$ cat config.mk
export PLATFORM = sky130hd
export DESIGN_NAME = decode_stage
export DESIGN_NICKNAME = d
export VERILOG_FILES = /design/src/source/id_pkg.sv /design/src/source/inst_decoder.sv /design/src/source/operand_forward.sv /design/src/source/branch_unit.sv /design/src/source/id_ex_reg.sv /design/src/source/decode_stage.sv
export SDC_FILE = /design/constraint.sdc
export NUM_CORES = 1
export LEC_CHECK = 0
export BUFFER_PORTS_ARGS = -buffer_cell sky130_fd_sc_hd__buf_2
export CAP_MARGIN = 20
export CELL_PAD_IN_SITES_DETAIL_PLACEMENT = 0
export CELL_PAD_IN_SITES_GLOBAL_PLACEMENT = 1
export CORE_MARGIN = 1.5
export CORE_UTILIZATION = 38
export DETAILED_ROUTE_END_ITERATION = 6
export GPL_ROUTABILITY_DRIVEN = 0
export PLACE_DENSITY_LB_ADDON = 0.15
export SLEW_MARGIN = 20
export SYNTH_ARGS = -nofsm -noshare
export SYNTH_HDL_FRONTEND = slang
export SYNTH_HIERARCHICAL = 1
export SYNTH_SLANG_ARGS = --single-unit
$ cat constraint.sdc
create_clock -name clk -period 6.7 [get_ports clk]
set_clock_uncertainty 0.1 [all_clocks]
set_input_delay 1.34 -clock clk [delete_from_list [all_inputs] [get_ports clk]]
set_output_delay 1.34 -clock clk [all_outputs]
set_load 0.03 [all_outputs]
$ cat src/source/id_pkg.sv
`default_nettype none

package id_pkg;

	// ####################################################################
	// Widths and fixed register numbers

	localparam int unsigned word_w     = 32;
	localparam int unsigned reg_addr_w = 5;
	localparam int unsigned alu_op_w   = 8;
	localparam int unsigned alu_sel_w  = 3;

	typedef logic [word_w-1:0]     word_t;
	typedef logic [reg_addr_w-1:0] reg_addr_t;

	localparam reg_addr_t zero_reg_c = 5'd0;
	localparam reg_addr_t link_reg_c = 5'd31;

	// ####################################################################
	// Encodings

	// Primary opcode, instruction bits 31..26.
	typedef enum logic [5:0] {
		op_special = 6'b000000,
		op_j       = 6'b000010,
		op_jal     = 6'b000011,
		op_beq     = 6'b000100,
		op_bne     = 6'b000101,
		op_bgtz    = 6'b000111,
		op_addi    = 6'b001000,
		op_addiu   = 6'b001001,
		op_slti    = 6'b001010,
		op_sltiu   = 6'b001011,
		op_andi    = 6'b001100,
		op_ori     = 6'b001101,
		op_lw      = 6'b100011,
		op_sw      = 6'b101011
	} opcode_e;

	// Function field of the special opcode, bits 5..0.
	typedef enum logic [5:0] {
		fn_sll  = 6'b000000,
		fn_srl  = 6'b000010,
		fn_sra  = 6'b000011,
		fn_sllv = 6'b000100,
		fn_jr   = 6'b001000,
		fn_movz = 6'b001010,
		fn_movn = 6'b001011,
		fn_add  = 6'b100000,
		fn_addu = 6'b100001,
		fn_sub  = 6'b100010,
		fn_subu = 6'b100011,
		fn_and  = 6'b100100,
		fn_or   = 6'b100101,
		fn_nor  = 6'b100111,
		fn_slt  = 6'b101010,
		fn_sltu = 6'b101011
	} funct_e;

	typedef enum logic [alu_op_w-1:0] {
		exe_nop_op   = 8'b0000_0000,
		exe_srl_op   = 8'b0000_0010,
		exe_sra_op   = 8'b0000_0011,
		exe_jr_op    = 8'b0000_1000,
		exe_movz_op  = 8'b0000_1010,
		exe_movn_op  = 8'b0000_1011,
		exe_add_op   = 8'b0010_0000,
		exe_addu_op  = 8'b0010_0001,
		exe_sub_op   = 8'b0010_0010,
		exe_subu_op  = 8'b0010_0011,
		exe_and_op   = 8'b0010_0100,
		exe_or_op    = 8'b0010_0101,
		exe_nor_op   = 8'b0010_0111,
		exe_slt_op   = 8'b0010_1010,
		exe_sltu_op  = 8'b0010_1011,
		exe_j_op     = 8'b0100_1111,
		exe_jal_op   = 8'b0101_0000,
		exe_beq_op   = 8'b0101_0001,
		exe_bne_op   = 8'b0101_0010,
		exe_bgtz_op  = 8'b0101_0100,
		exe_addi_op  = 8'b0101_0101,
		exe_addiu_op = 8'b0101_0110,
		exe_sll_op   = 8'b0111_1100,
		exe_lw_op    = 8'b1110_0011,
		exe_sw_op    = 8'b1110_1011
	} alu_op_e;

	typedef enum logic [alu_sel_w-1:0] {
		res_nop         = 3'b000,
		res_logic       = 3'b001,
		res_shift       = 3'b010,
		res_move        = 3'b011,
		res_arith       = 3'b100,
		res_jump_branch = 3'b110,
		res_load_store  = 3'b111
	} alu_sel_e;

	typedef enum logic [2:0] {
		br_none,
		br_j,
		br_jal,
		br_jr,
		br_beq,
		br_bne,
		br_bgtz
	} branch_kind_e;

	// ####################################################################
	// Bundles

	// For j and jal, imm carries the 26-bit index. For branches it is the offset.
	typedef struct packed {
		alu_op_e      alu_op;
		alu_sel_e     alu_sel;
		reg_addr_t    wd;
		logic         wreg;
		logic         rd_a;
		logic         rd_b;
		reg_addr_t    addr_a;
		reg_addr_t    addr_b;
		word_t        imm;
		branch_kind_e branch_kind;
	} decode_t;

	typedef struct packed {
		logic      re_a;
		logic      re_b;
		reg_addr_t addr_a;
		reg_addr_t addr_b;
	} rf_req_t;

	typedef struct packed {
		logic      wreg;
		reg_addr_t wd;
		word_t     wdata;
	} bypass_t;

	typedef struct packed {
		logic  taken;
		word_t target;
		word_t link_addr;
	} branch_t;

	typedef struct packed {
		alu_op_e   alu_op;
		alu_sel_e  alu_sel;
		word_t     op_a;
		word_t     op_b;
		reg_addr_t wd;
		logic      wreg;
		word_t     link_addr;
		logic      in_delay_slot;
	} id_ex_t;

	localparam id_ex_t id_ex_bubble_c = '{
		alu_op:        exe_nop_op,
		alu_sel:       res_nop,
		op_a:          '0,
		op_b:          '0,
		wd:            zero_reg_c,
		wreg:          1'b0,
		link_addr:     '0,
		in_delay_slot: 1'b0
	};

endpackage

`default_nettype wire

$ cat src/source/inst_decoder.sv
`timescale 1ns/1ps
`default_nettype none

module inst_decoder import id_pkg::*; (
	input  word_t   inst_i,
	output decode_t dec_o
);

	opcode_e   opcode;
	funct_e    funct;
	reg_addr_t rs;
	reg_addr_t rt;
	reg_addr_t rd;
	logic [4:0]  sa;
	logic [15:0] imm16;
	logic [25:0] index;
	word_t     zimm;
	word_t     simm;
	logic      shift_imm;
	logic      special_ok;

	assign opcode = opcode_e'(inst_i[31:26]);
	assign rs     = inst_i[25:21];
	assign rt     = inst_i[20:16];
	assign rd     = inst_i[15:11];
	assign sa     = inst_i[10:6];
	assign funct  = funct_e'(inst_i[5:0]);
	assign imm16  = inst_i[15:0];
	assign index  = inst_i[25:0];

	assign zimm = {16'h0000, imm16};
	assign simm = {{16{imm16[15]}}, imm16};

	// Shift-by-amount forms need rs clear, every other special form needs sa clear.
	assign shift_imm  = (funct == fn_sll) || (funct == fn_srl) || (funct == fn_sra);
	assign special_ok = shift_imm ? (rs == zero_reg_c) : (sa == 5'd0);

	// ####################################################################
	// Row helpers

	// Register form, both sources read, result to rd.
	function automatic decode_t r_row(decode_t d, alu_op_e op, alu_sel_e sel);
		d.alu_op  = op;
		d.alu_sel = sel;
		d.wreg    = 1'b1;
		d.rd_a    = 1'b1;
		d.rd_b    = 1'b1;
		return d;
	endfunction

	// Immediate form, rs read, immediate in operand b, result to rt.
	function automatic decode_t i_row(decode_t d, alu_op_e op, alu_sel_e sel, word_t imm);
		d.alu_op  = op;
		d.alu_sel = sel;
		d.wreg    = 1'b1;
		d.rd_a    = 1'b1;
		d.wd      = d.addr_b;
		d.imm     = imm;
		return d;
	endfunction

	// Shift by amount, rt read in operand b, amount in operand a.
	function automatic decode_t sa_row(decode_t d, alu_op_e op, logic [4:0] amount);
		d.alu_op  = op;
		d.alu_sel = res_shift;
		d.wreg    = 1'b1;
		d.rd_b    = 1'b1;
		d.imm     = {27'd0, amount};
		return d;
	endfunction

	function automatic decode_t b_row(decode_t d, alu_op_e op, branch_kind_e kind,
					  logic read_b, word_t offset);
		d.alu_op      = op;
		d.alu_sel     = res_jump_branch;
		d.rd_a        = 1'b1;
		d.rd_b        = read_b;
		d.imm         = offset;
		d.branch_kind = kind;
		return d;
	endfunction

	// ####################################################################
	// Decode table

	always_comb begin
		dec_o = '{
			alu_op:      exe_nop_op,
			alu_sel:     res_nop,
			wd:          rd,
			wreg:        1'b0,
			rd_a:        1'b0,
			rd_b:        1'b0,
			addr_a:      rs,
			addr_b:      rt,
			imm:         '0,
			branch_kind: br_none
		};
		case (opcode)
			op_special: begin
				if (special_ok) begin
					case (funct)
						fn_sll:  dec_o = sa_row(dec_o, exe_sll_op, sa);
						fn_srl:  dec_o = sa_row(dec_o, exe_srl_op, sa);
						fn_sra:  dec_o = sa_row(dec_o, exe_sra_op, sa);
						fn_sllv: dec_o = r_row(dec_o, exe_sll_op, res_shift);
						fn_and:  dec_o = r_row(dec_o, exe_and_op, res_logic);
						fn_or:   dec_o = r_row(dec_o, exe_or_op, res_logic);
						fn_nor:  dec_o = r_row(dec_o, exe_nor_op, res_logic);
						fn_add:  dec_o = r_row(dec_o, exe_add_op, res_arith);
						fn_addu: dec_o = r_row(dec_o, exe_addu_op, res_arith);
						fn_sub:  dec_o = r_row(dec_o, exe_sub_op, res_arith);
						fn_subu: dec_o = r_row(dec_o, exe_subu_op, res_arith);
						fn_slt:  dec_o = r_row(dec_o, exe_slt_op, res_arith);
						fn_sltu: dec_o = r_row(dec_o, exe_sltu_op, res_arith);
						// The write enable is qualified later against operand b.
						fn_movn: dec_o = r_row(dec_o, exe_movn_op, res_move);
						fn_movz: dec_o = r_row(dec_o, exe_movz_op, res_move);
						fn_jr: begin
							dec_o.alu_op      = exe_jr_op;
							dec_o.alu_sel     = res_jump_branch;
							dec_o.rd_a        = 1'b1;
							dec_o.branch_kind = br_jr;
						end
						default: ;
					endcase
				end
			end
			op_ori:   dec_o = i_row(dec_o, exe_or_op, res_logic, zimm);
			op_andi:  dec_o = i_row(dec_o, exe_and_op, res_logic, zimm);
			op_addi:  dec_o = i_row(dec_o, exe_addi_op, res_arith, simm);
			op_addiu: dec_o = i_row(dec_o, exe_addiu_op, res_arith, simm);
			op_slti:  dec_o = i_row(dec_o, exe_slt_op, res_arith, simm);
			op_sltiu: dec_o = i_row(dec_o, exe_sltu_op, res_arith, simm);
			op_lw:    dec_o = i_row(dec_o, exe_lw_op, res_load_store, simm);
			op_sw: begin
				dec_o      = r_row(dec_o, exe_sw_op, res_load_store);
				dec_o.wreg = 1'b0;
				dec_o.imm  = simm;
			end
			op_j, op_jal: begin
				dec_o.alu_op      = (opcode == op_jal) ? exe_jal_op : exe_j_op;
				dec_o.alu_sel     = res_jump_branch;
				dec_o.imm         = {6'd0, index};
				dec_o.branch_kind = (opcode == op_jal) ? br_jal : br_j;
				if (opcode == op_jal) begin
					dec_o.wreg = 1'b1;
					dec_o.wd   = link_reg_c;
				end
			end
			op_beq:  dec_o = b_row(dec_o, exe_beq_op, br_beq, 1'b1, simm);
			op_bne:  dec_o = b_row(dec_o, exe_bne_op, br_bne, 1'b1, simm);
			op_bgtz: dec_o = b_row(dec_o, exe_bgtz_op, br_bgtz, 1'b0, simm);
			default: ;
		endcase
	end

	always_comb begin
		assert final (dec_o.branch_kind == br_none || dec_o.alu_sel == res_jump_branch)
		else $error("branch decoded outside the jump/branch class");
	end

endmodule

`default_nettype wire

$ cat src/source/operand_forward.sv
`timescale 1ns/1ps
`default_nettype none

module operand_forward import id_pkg::*; (
	input  logic      rd_i,
	input  reg_addr_t addr_i,
	input  word_t     imm_i,
	input  word_t     rf_data_i,
	input  bypass_t   ex_fwd_i,
	input  bypass_t   mem_fwd_i,
	input  id_ex_t    ex_inst_i,
	output word_t     operand_o,
	output logic      load_use_o
);

	logic nonzero;
	logic ex_load_hit;
	logic ex_hit;
	logic mem_hit;

	assign nonzero = (addr_i != zero_reg_c);

	// A load in execute has no data yet, so its destination cannot be bypassed.
	assign ex_load_hit = nonzero && (ex_inst_i.alu_op == exe_lw_op) && (ex_inst_i.wd == addr_i);
	assign ex_hit      = nonzero && ex_fwd_i.wreg && (ex_fwd_i.wd == addr_i);
	assign mem_hit     = nonzero && mem_fwd_i.wreg && (mem_fwd_i.wd == addr_i);

	always_comb begin
		load_use_o = 1'b0;
		operand_o  = imm_i;
		if (rd_i) begin
			if (ex_load_hit) begin
				load_use_o = 1'b1;
				operand_o  = rf_data_i;
			end else if (ex_hit) begin
				operand_o = ex_fwd_i.wdata;
			end else if (mem_hit) begin
				operand_o = mem_fwd_i.wdata;
			end else begin
				operand_o = rf_data_i;
			end
		end
	end

	always_comb begin
		assert final (!load_use_o || rd_i)
		else $error("load-use hazard flagged on an operand that is not read");
	end

endmodule

`default_nettype wire

$ cat src/source/branch_unit.sv
`timescale 1ns/1ps
`default_nettype none

module branch_unit import id_pkg::*; (
	input  word_t   pc_i,
	input  decode_t dec_i,
	input  word_t   op_a_i,
	input  word_t   op_b_i,
	output branch_t branch_o
);

	word_t pc_plus_4;
	word_t pc_plus_8;
	word_t jump_target;
	word_t branch_target;
	logic  a_positive;

	assign pc_plus_4 = pc_i + 32'd4;
	assign pc_plus_8 = pc_i + 32'd8;

	// The decoder already sign-extended the offset into imm.
	assign jump_target   = {pc_plus_4[31:28], dec_i.imm[25:0], 2'b00};
	assign branch_target = pc_plus_4 + {dec_i.imm[29:0], 2'b00};

	assign a_positive = !op_a_i[31] && (op_a_i != '0);

	always_comb begin
		branch_o.taken     = 1'b0;
		branch_o.target    = '0;
		branch_o.link_addr = '0;
		case (dec_i.branch_kind)
			br_j: begin
				branch_o.taken  = 1'b1;
				branch_o.target = jump_target;
			end
			br_jal: begin
				branch_o.taken     = 1'b1;
				branch_o.target    = jump_target;
				branch_o.link_addr = pc_plus_8;
			end
			br_jr: begin
				branch_o.taken  = 1'b1;
				branch_o.target = op_a_i;
			end
			br_beq: begin
				branch_o.taken  = (op_a_i == op_b_i);
				branch_o.target = branch_target;
			end
			br_bne: begin
				branch_o.taken  = (op_a_i != op_b_i);
				branch_o.target = branch_target;
			end
			br_bgtz: begin
				branch_o.taken  = a_positive;
				branch_o.target = branch_target;
			end
			default: ;
		endcase
	end

endmodule

`default_nettype wire

$ cat src/source/id_ex_reg.sv
`timescale 1ns/1ps
`default_nettype none

module id_ex_reg import id_pkg::*; (
	input  logic    clk,
	input  logic    arst_n_i,
	input  logic    flush_i,
	input  logic    stall_i,
	input  decode_t dec_i,
	input  word_t   op_a_i,
	input  word_t   op_b_i,
	input  branch_t br_i,
	output id_ex_t  id_ex_o
);

	logic   wreg_commit;
	logic   delay_slot_q;
	id_ex_t id_ex_d;
	id_ex_t id_ex_q;

	// Conditional moves only write back when the test on rt holds.
	always_comb begin
		case (dec_i.alu_op)
			exe_movn_op: wreg_commit = dec_i.wreg && (op_b_i != '0);
			exe_movz_op: wreg_commit = dec_i.wreg && (op_b_i == '0);
			default:     wreg_commit = dec_i.wreg;
		endcase
	end

	always_comb begin
		id_ex_d = '{
			alu_op:        dec_i.alu_op,
			alu_sel:       dec_i.alu_sel,
			op_a:          op_a_i,
			op_b:          op_b_i,
			wd:            dec_i.wd,
			wreg:          wreg_commit,
			link_addr:     br_i.link_addr,
			in_delay_slot: delay_slot_q
		};
	end

	// ####################################################################
	// Stage register and delay-slot flag

	always_ff @(posedge clk or negedge arst_n_i) begin
		if (!arst_n_i) begin
			id_ex_q      <= id_ex_bubble_c;
			delay_slot_q <= 1'b0;
		end else if (flush_i) begin
			id_ex_q      <= id_ex_bubble_c;
			delay_slot_q <= 1'b0;
		end else if (stall_i) begin
			// The held instruction comes back next cycle, keep its slot flag.
			id_ex_q <= id_ex_bubble_c;
		end else begin
			id_ex_q      <= id_ex_d;
			delay_slot_q <= br_i.taken;
		end
	end

	assign id_ex_o = id_ex_q;

	assert property (@(posedge clk) disable iff (!arst_n_i) stall_i |=> !id_ex_o.wreg)
	else $error("stage register wrote back after a stall");

endmodule

`default_nettype wire

$ cat src/source/decode_stage.sv
`timescale 1ns/1ps
`default_nettype none

module decode_stage import id_pkg::*; (
	input  logic    clk,
	input  logic    arst_n_i,
	input  logic    flush_i,
	input  word_t   pc_i,
	input  word_t   inst_i,
	input  word_t   rf_data_a_i,
	input  word_t   rf_data_b_i,
	input  bypass_t ex_fwd_i,
	input  bypass_t mem_fwd_i,
	output rf_req_t rf_req_o,
	output branch_t branch_o,
	output logic    stall_o,
	output id_ex_t  id_ex_o
);

	decode_t dec;
	word_t   op_a;
	word_t   op_b;
	logic    load_use_a;
	logic    load_use_b;
	branch_t br;
	id_ex_t  id_ex;

	inst_decoder u_dec (
		.inst_i (inst_i),
		.dec_o  (dec)
	);

	// The register file answers in the same cycle.
	assign rf_req_o = '{
		re_a:   dec.rd_a,
		re_b:   dec.rd_b,
		addr_a: dec.addr_a,
		addr_b: dec.addr_b
	};

	// ####################################################################
	// Operand selection

	operand_forward u_fwd_a (
		.rd_i       (dec.rd_a),
		.addr_i     (dec.addr_a),
		.imm_i      (dec.imm),
		.rf_data_i  (rf_data_a_i),
		.ex_fwd_i   (ex_fwd_i),
		.mem_fwd_i  (mem_fwd_i),
		.ex_inst_i  (id_ex),
		.operand_o  (op_a),
		.load_use_o (load_use_a)
	);

	operand_forward u_fwd_b (
		.rd_i       (dec.rd_b),
		.addr_i     (dec.addr_b),
		.imm_i      (dec.imm),
		.rf_data_i  (rf_data_b_i),
		.ex_fwd_i   (ex_fwd_i),
		.mem_fwd_i  (mem_fwd_i),
		.ex_inst_i  (id_ex),
		.operand_o  (op_b),
		.load_use_o (load_use_b)
	);

	assign stall_o = load_use_a | load_use_b;

	branch_unit u_branch (
		.pc_i     (pc_i),
		.dec_i    (dec),
		.op_a_i   (op_a),
		.op_b_i   (op_b),
		.branch_o (br)
	);

	assign branch_o = br;

	id_ex_reg u_id_ex (
		.clk      (clk),
		.arst_n_i (arst_n_i),
		.flush_i  (flush_i),
		.stall_i  (stall_o),
		.dec_i    (dec),
		.op_a_i   (op_a),
		.op_b_i   (op_b),
		.br_i     (br),
		.id_ex_o  (id_ex)
	);

	assign id_ex_o = id_ex;

endmodule

`default_nettype wire

==> impl_metrics.yaml <==
run_status:
  outcome: "complete, but fails checks"
  violations: "setup timing"
timing:
  setup_viol: 1
  hold_viol_final: 0
  max_freq_ghz: 0.149
  worst_slack_ns: -0.0170
  setup_tns_ns: -0.0170
  drv_slew: 0
  layout_min_cycle_time_ns: 6.72
  fin_crit_sh: 1.00
  slew_headroom: 0.432
  worst_slew_pin_slew_ns: 0.852
  rsz0062_at_grt: "true"
finish:
  fin_nets: 2271
  layout-drive-gt1-share: 0.431
  area_delta_synth_final_pct: 41.4
setup_path:
  slowest_stage: "or4_4"
  worst_path_largest_cell_delay_ns: 0.55
  timing_worst_setup_path_type: "in2out"
  cp_data_arrival_time_ns: 5.28
  crit_required_ns: 5.26
  endpoint_kind: "primary output"
  crit_path_cell_trace: "buf_2 -> buf_4 -> or4_4 -> or2_0 -> and2_2 -> buf_12 -> a221oi_2 -> o31ai_2 -> xnor2_2 -> nand4_1 -> nor4_2 -> nand4_1 -> or4_4 -> nor2_1 -> a21oi_1 -> o21ai_2 -> buf_6"
  start_kind: "primary input"
  crit_fanout: 15
detailed_routing:
  wirelength_microns: 58900
  wl_met2_microns: 25700
  dr.pass1.iters: 5
  ant_nets: 0
  dr_wl_met3_microns: 5860
  wl_met1_microns: 24700
  wl_per_cell_microns: 23.7
  drc: 0
  top_layer: "met5"
  drt_iter0_drc: 1641
  viasPerCell: 5.86
  vias: 14545
yosys:
  ys_seq_area_frac: 0.233
  yosysTopAreaCellShare: 0.233
  avgSynthCellArea_sq_um: 8.36
  ys_top_cells_by_count: "146 x nor2_1, 129 x and2_1, 115 x dfrtp_1"
  synth_area_sq_um: 12400
  synth_nets: 1721
  ys_types: 85
  async_flop_share: 1.00
  synth_edf_count: 0
  synth_top_cell_by_area: "dfrtp_1"
  synth_ff_type: "dfrtp_1"
  netlist_top_cells_area: "dfrtp_1 23%, a221oi_2 7.3%, and2_1 6.5%, xnor2_1 6.1%, a22oi_1 5.5%"
  netlist_instances: 1478
  ys_seq_elements: 115
  synth.most_common_cell: "nor2_1"
  yosysWarnings: 6
floorplan:
  num_rows: 65
  start_util: 0.389
  fp.dieW_microns: 183
  ios: 399
  die_h_microns: 183
  coreArea_sq_um: 31800
  dieArea_sq_um: 33600
power_and_ir_drop:
  p_total_w: 0.00262
  clockPowerShare: 0.371
  intPower_w: 0.00167
  ir_worst_vdd_mv: 0.180
  seq_power_share: 0.276
  p_sw_frac: 0.361
  powerDensity_nw_per_um2: 150
  p_switching_w: 0.000946
  p_leak_nw: 8.46
  power.share.combinational: 0.352
clock_tree:
  cts_sinks: 115
  cts_max_level: 4
  clock_path_buffers: 2
  clk_pin_slew_ns: 0.06
  cts_tree: "built"
  cts_made_buffers: 17
  clk_latency_ns: 0.44
  cts-root-buf: "clkbuf_16"
flow_run:
  maxCapViolCount: 0
min_path:
  worstHoldPathType: "reg2reg"
place:
  dp_hpwl_microns: 46200
  io_buffers: 398
global_routing:
  grt_pass1_vias: 14201
  grt_overflow: 0
  grt_pass1_wl_microns: 86800
  grt_max_degree: 66
  grt_usage: 0.344
  antenna_found_initial: 8
-- path summary, 6_finish.rpt --
path	to	cells past startpoint	from	slack [ns]
worst min-delay path	u_id_ex/id_ex_o[0]	1	u_id_ex/delay_slot_q	0.41
worst min register to register	u_id_ex/id_ex_o[0]	1	u_id_ex/delay_slot_q	0.41
worst max-delay path	branch_o[64]	17	inst_i[24]	-0.02
min in group asynchronous	u_id_ex/id_ex_o[66]	1	arst_n_i	0.84
worst max register to register	u_id_ex/delay_slot_q	17	u_id_ex/id_ex_o[109]	2.34
max in group asynchronous	u_id_ex/id_ex_o[5]	2	arst_n_i	4.31
-- logic make-up after synthesis --
family,synth area share
muxes,0.0134
buffers and inverters,0.0644
adders and majority gates,0.0371
AOI/OAI and AO/OA,0.283
and+or+nand+nor,0.272
xor gates and xnor gates,0.0970
DFF,0.233
-- cells in the final DEF, fill, tap and decap left out, drive strengths merged, types with 4 or more instances in the layout --
cell | Yosys | final
a211oi | 5 | 5
a21o | 19 | 19
a21oi | 48 | 48
a221oi | 66 | 66
a22o | 5 | 5
a22oi | 91 | 91
a31oi | 10 | 10
and2 | 130 | 130
and3 | 73 | 73
buf | 64 | 662
clkbuf | 69 | 19
clkinv | 0 | 7
dfrtp | 115 | 115
diode | 0 | 5
ha | 35 | 35
inv | 22 | 24
mux2 | 10 | 10
mux2i | 4 | 4
nand2 | 55 | 55
nand2b | 17 | 17
nand3 | 34 | 34
nand4 | 32 | 32
nor2 | 157 | 157
nor2b | 20 | 20
nor3 | 10 | 10
nor4 | 28 | 28
o211ai | 9 | 9
o21a | 5 | 5
o21ai | 64 | 64
o22ai | 12 | 12
o31ai | 72 | 72
or2 | 7 | 7
or3 | 11 | 11
or4 | 4 | 4
xnor2 | 86 | 86
xor2 | 50 | 50
-- sequential cells by signal, summed over array words and instances, names as in the netlist --
| name | cells |
|---|---|
| u_id_ex/delay_slot_q | 1 |
| u_id_ex/id_ex_o | 114 |
-- power by group through the flow --
stage | registers (W) | clock network [W] | logic, W
floorplan | 0.000777 | 0 | 0.000440
global placement | 0.000736 | 0 | 0.000868
detailed placement | 0.000735 | 0 | 0.000871
CTS | 0.000723 | 0.000993 | 0.000886
global route | 0.000725 | 0.00102 | 0.000977
finish | 0.000724 | 0.000972 | 0.000923
-- area by class of cell --
class	instances	area, sq um
Antenna cell	5	12.5
Clock buffer	17	425
Clock inverter	15	184
Fill cell	3022	14300
Inverter	22	82.6
Multi-Input combinational cell	1208	9080
Sequential cell	115	2880
Tap cell	435	544
Timing Repair Buffer	664	4260
-- through the flow --
stage / hold slack [ns] / setup WS (ns) / area [sq um] / utilization / std cells
6_report: 0.408 / -0.0170 / 17500 / 0.549 / 2481
3_3_place_gp: 0.368 / -0.249 / 16300 / 0.514 / 2425
4_1_cts: 0.400 / 0.0390 / 17200 / 0.541 / 2471
5_1_grt: 0.455 / -0.215 / 17500 / 0.549 / 2478
2_1_floorplan: 0.353 / 0.0301 / 12400 / - / 1478
3_5_place_dp: 0.386 / -0.343 / 16300 / 0.514 / 2425
-- worst max-delay path: cells and delay by family --
family | cells | cell delay [ns]
AND/OR/NAND/NOR | 8 | 2.27
XOR/XNOR | 1 | 0.27
buffers and inverters | 4 | 0.64
AO/OA/AOI/OAI | 4 | 0.72
-- metal layers --
| layer | vias to the layer above | track usage |
|---|---|---|
| li1 | 6582 | - |
| met1 | 6903 | 0.461 |
| met2 | 900 | 0.528 |
| met3 | 154 | 0.0753 |
| met4 | 6 | 0.154 |
| met5 | - | 0 |
-- what timing repair did --
action | CTS | global route
buffers inserted | 14 | 5
setup endpoints to repair | 1 | 13
gates resized for setup | 24 | 45
pin swaps | 9 | 18
hold buffers | 0 | 0
Note: power is estimated with default switching activity, not from simulation.
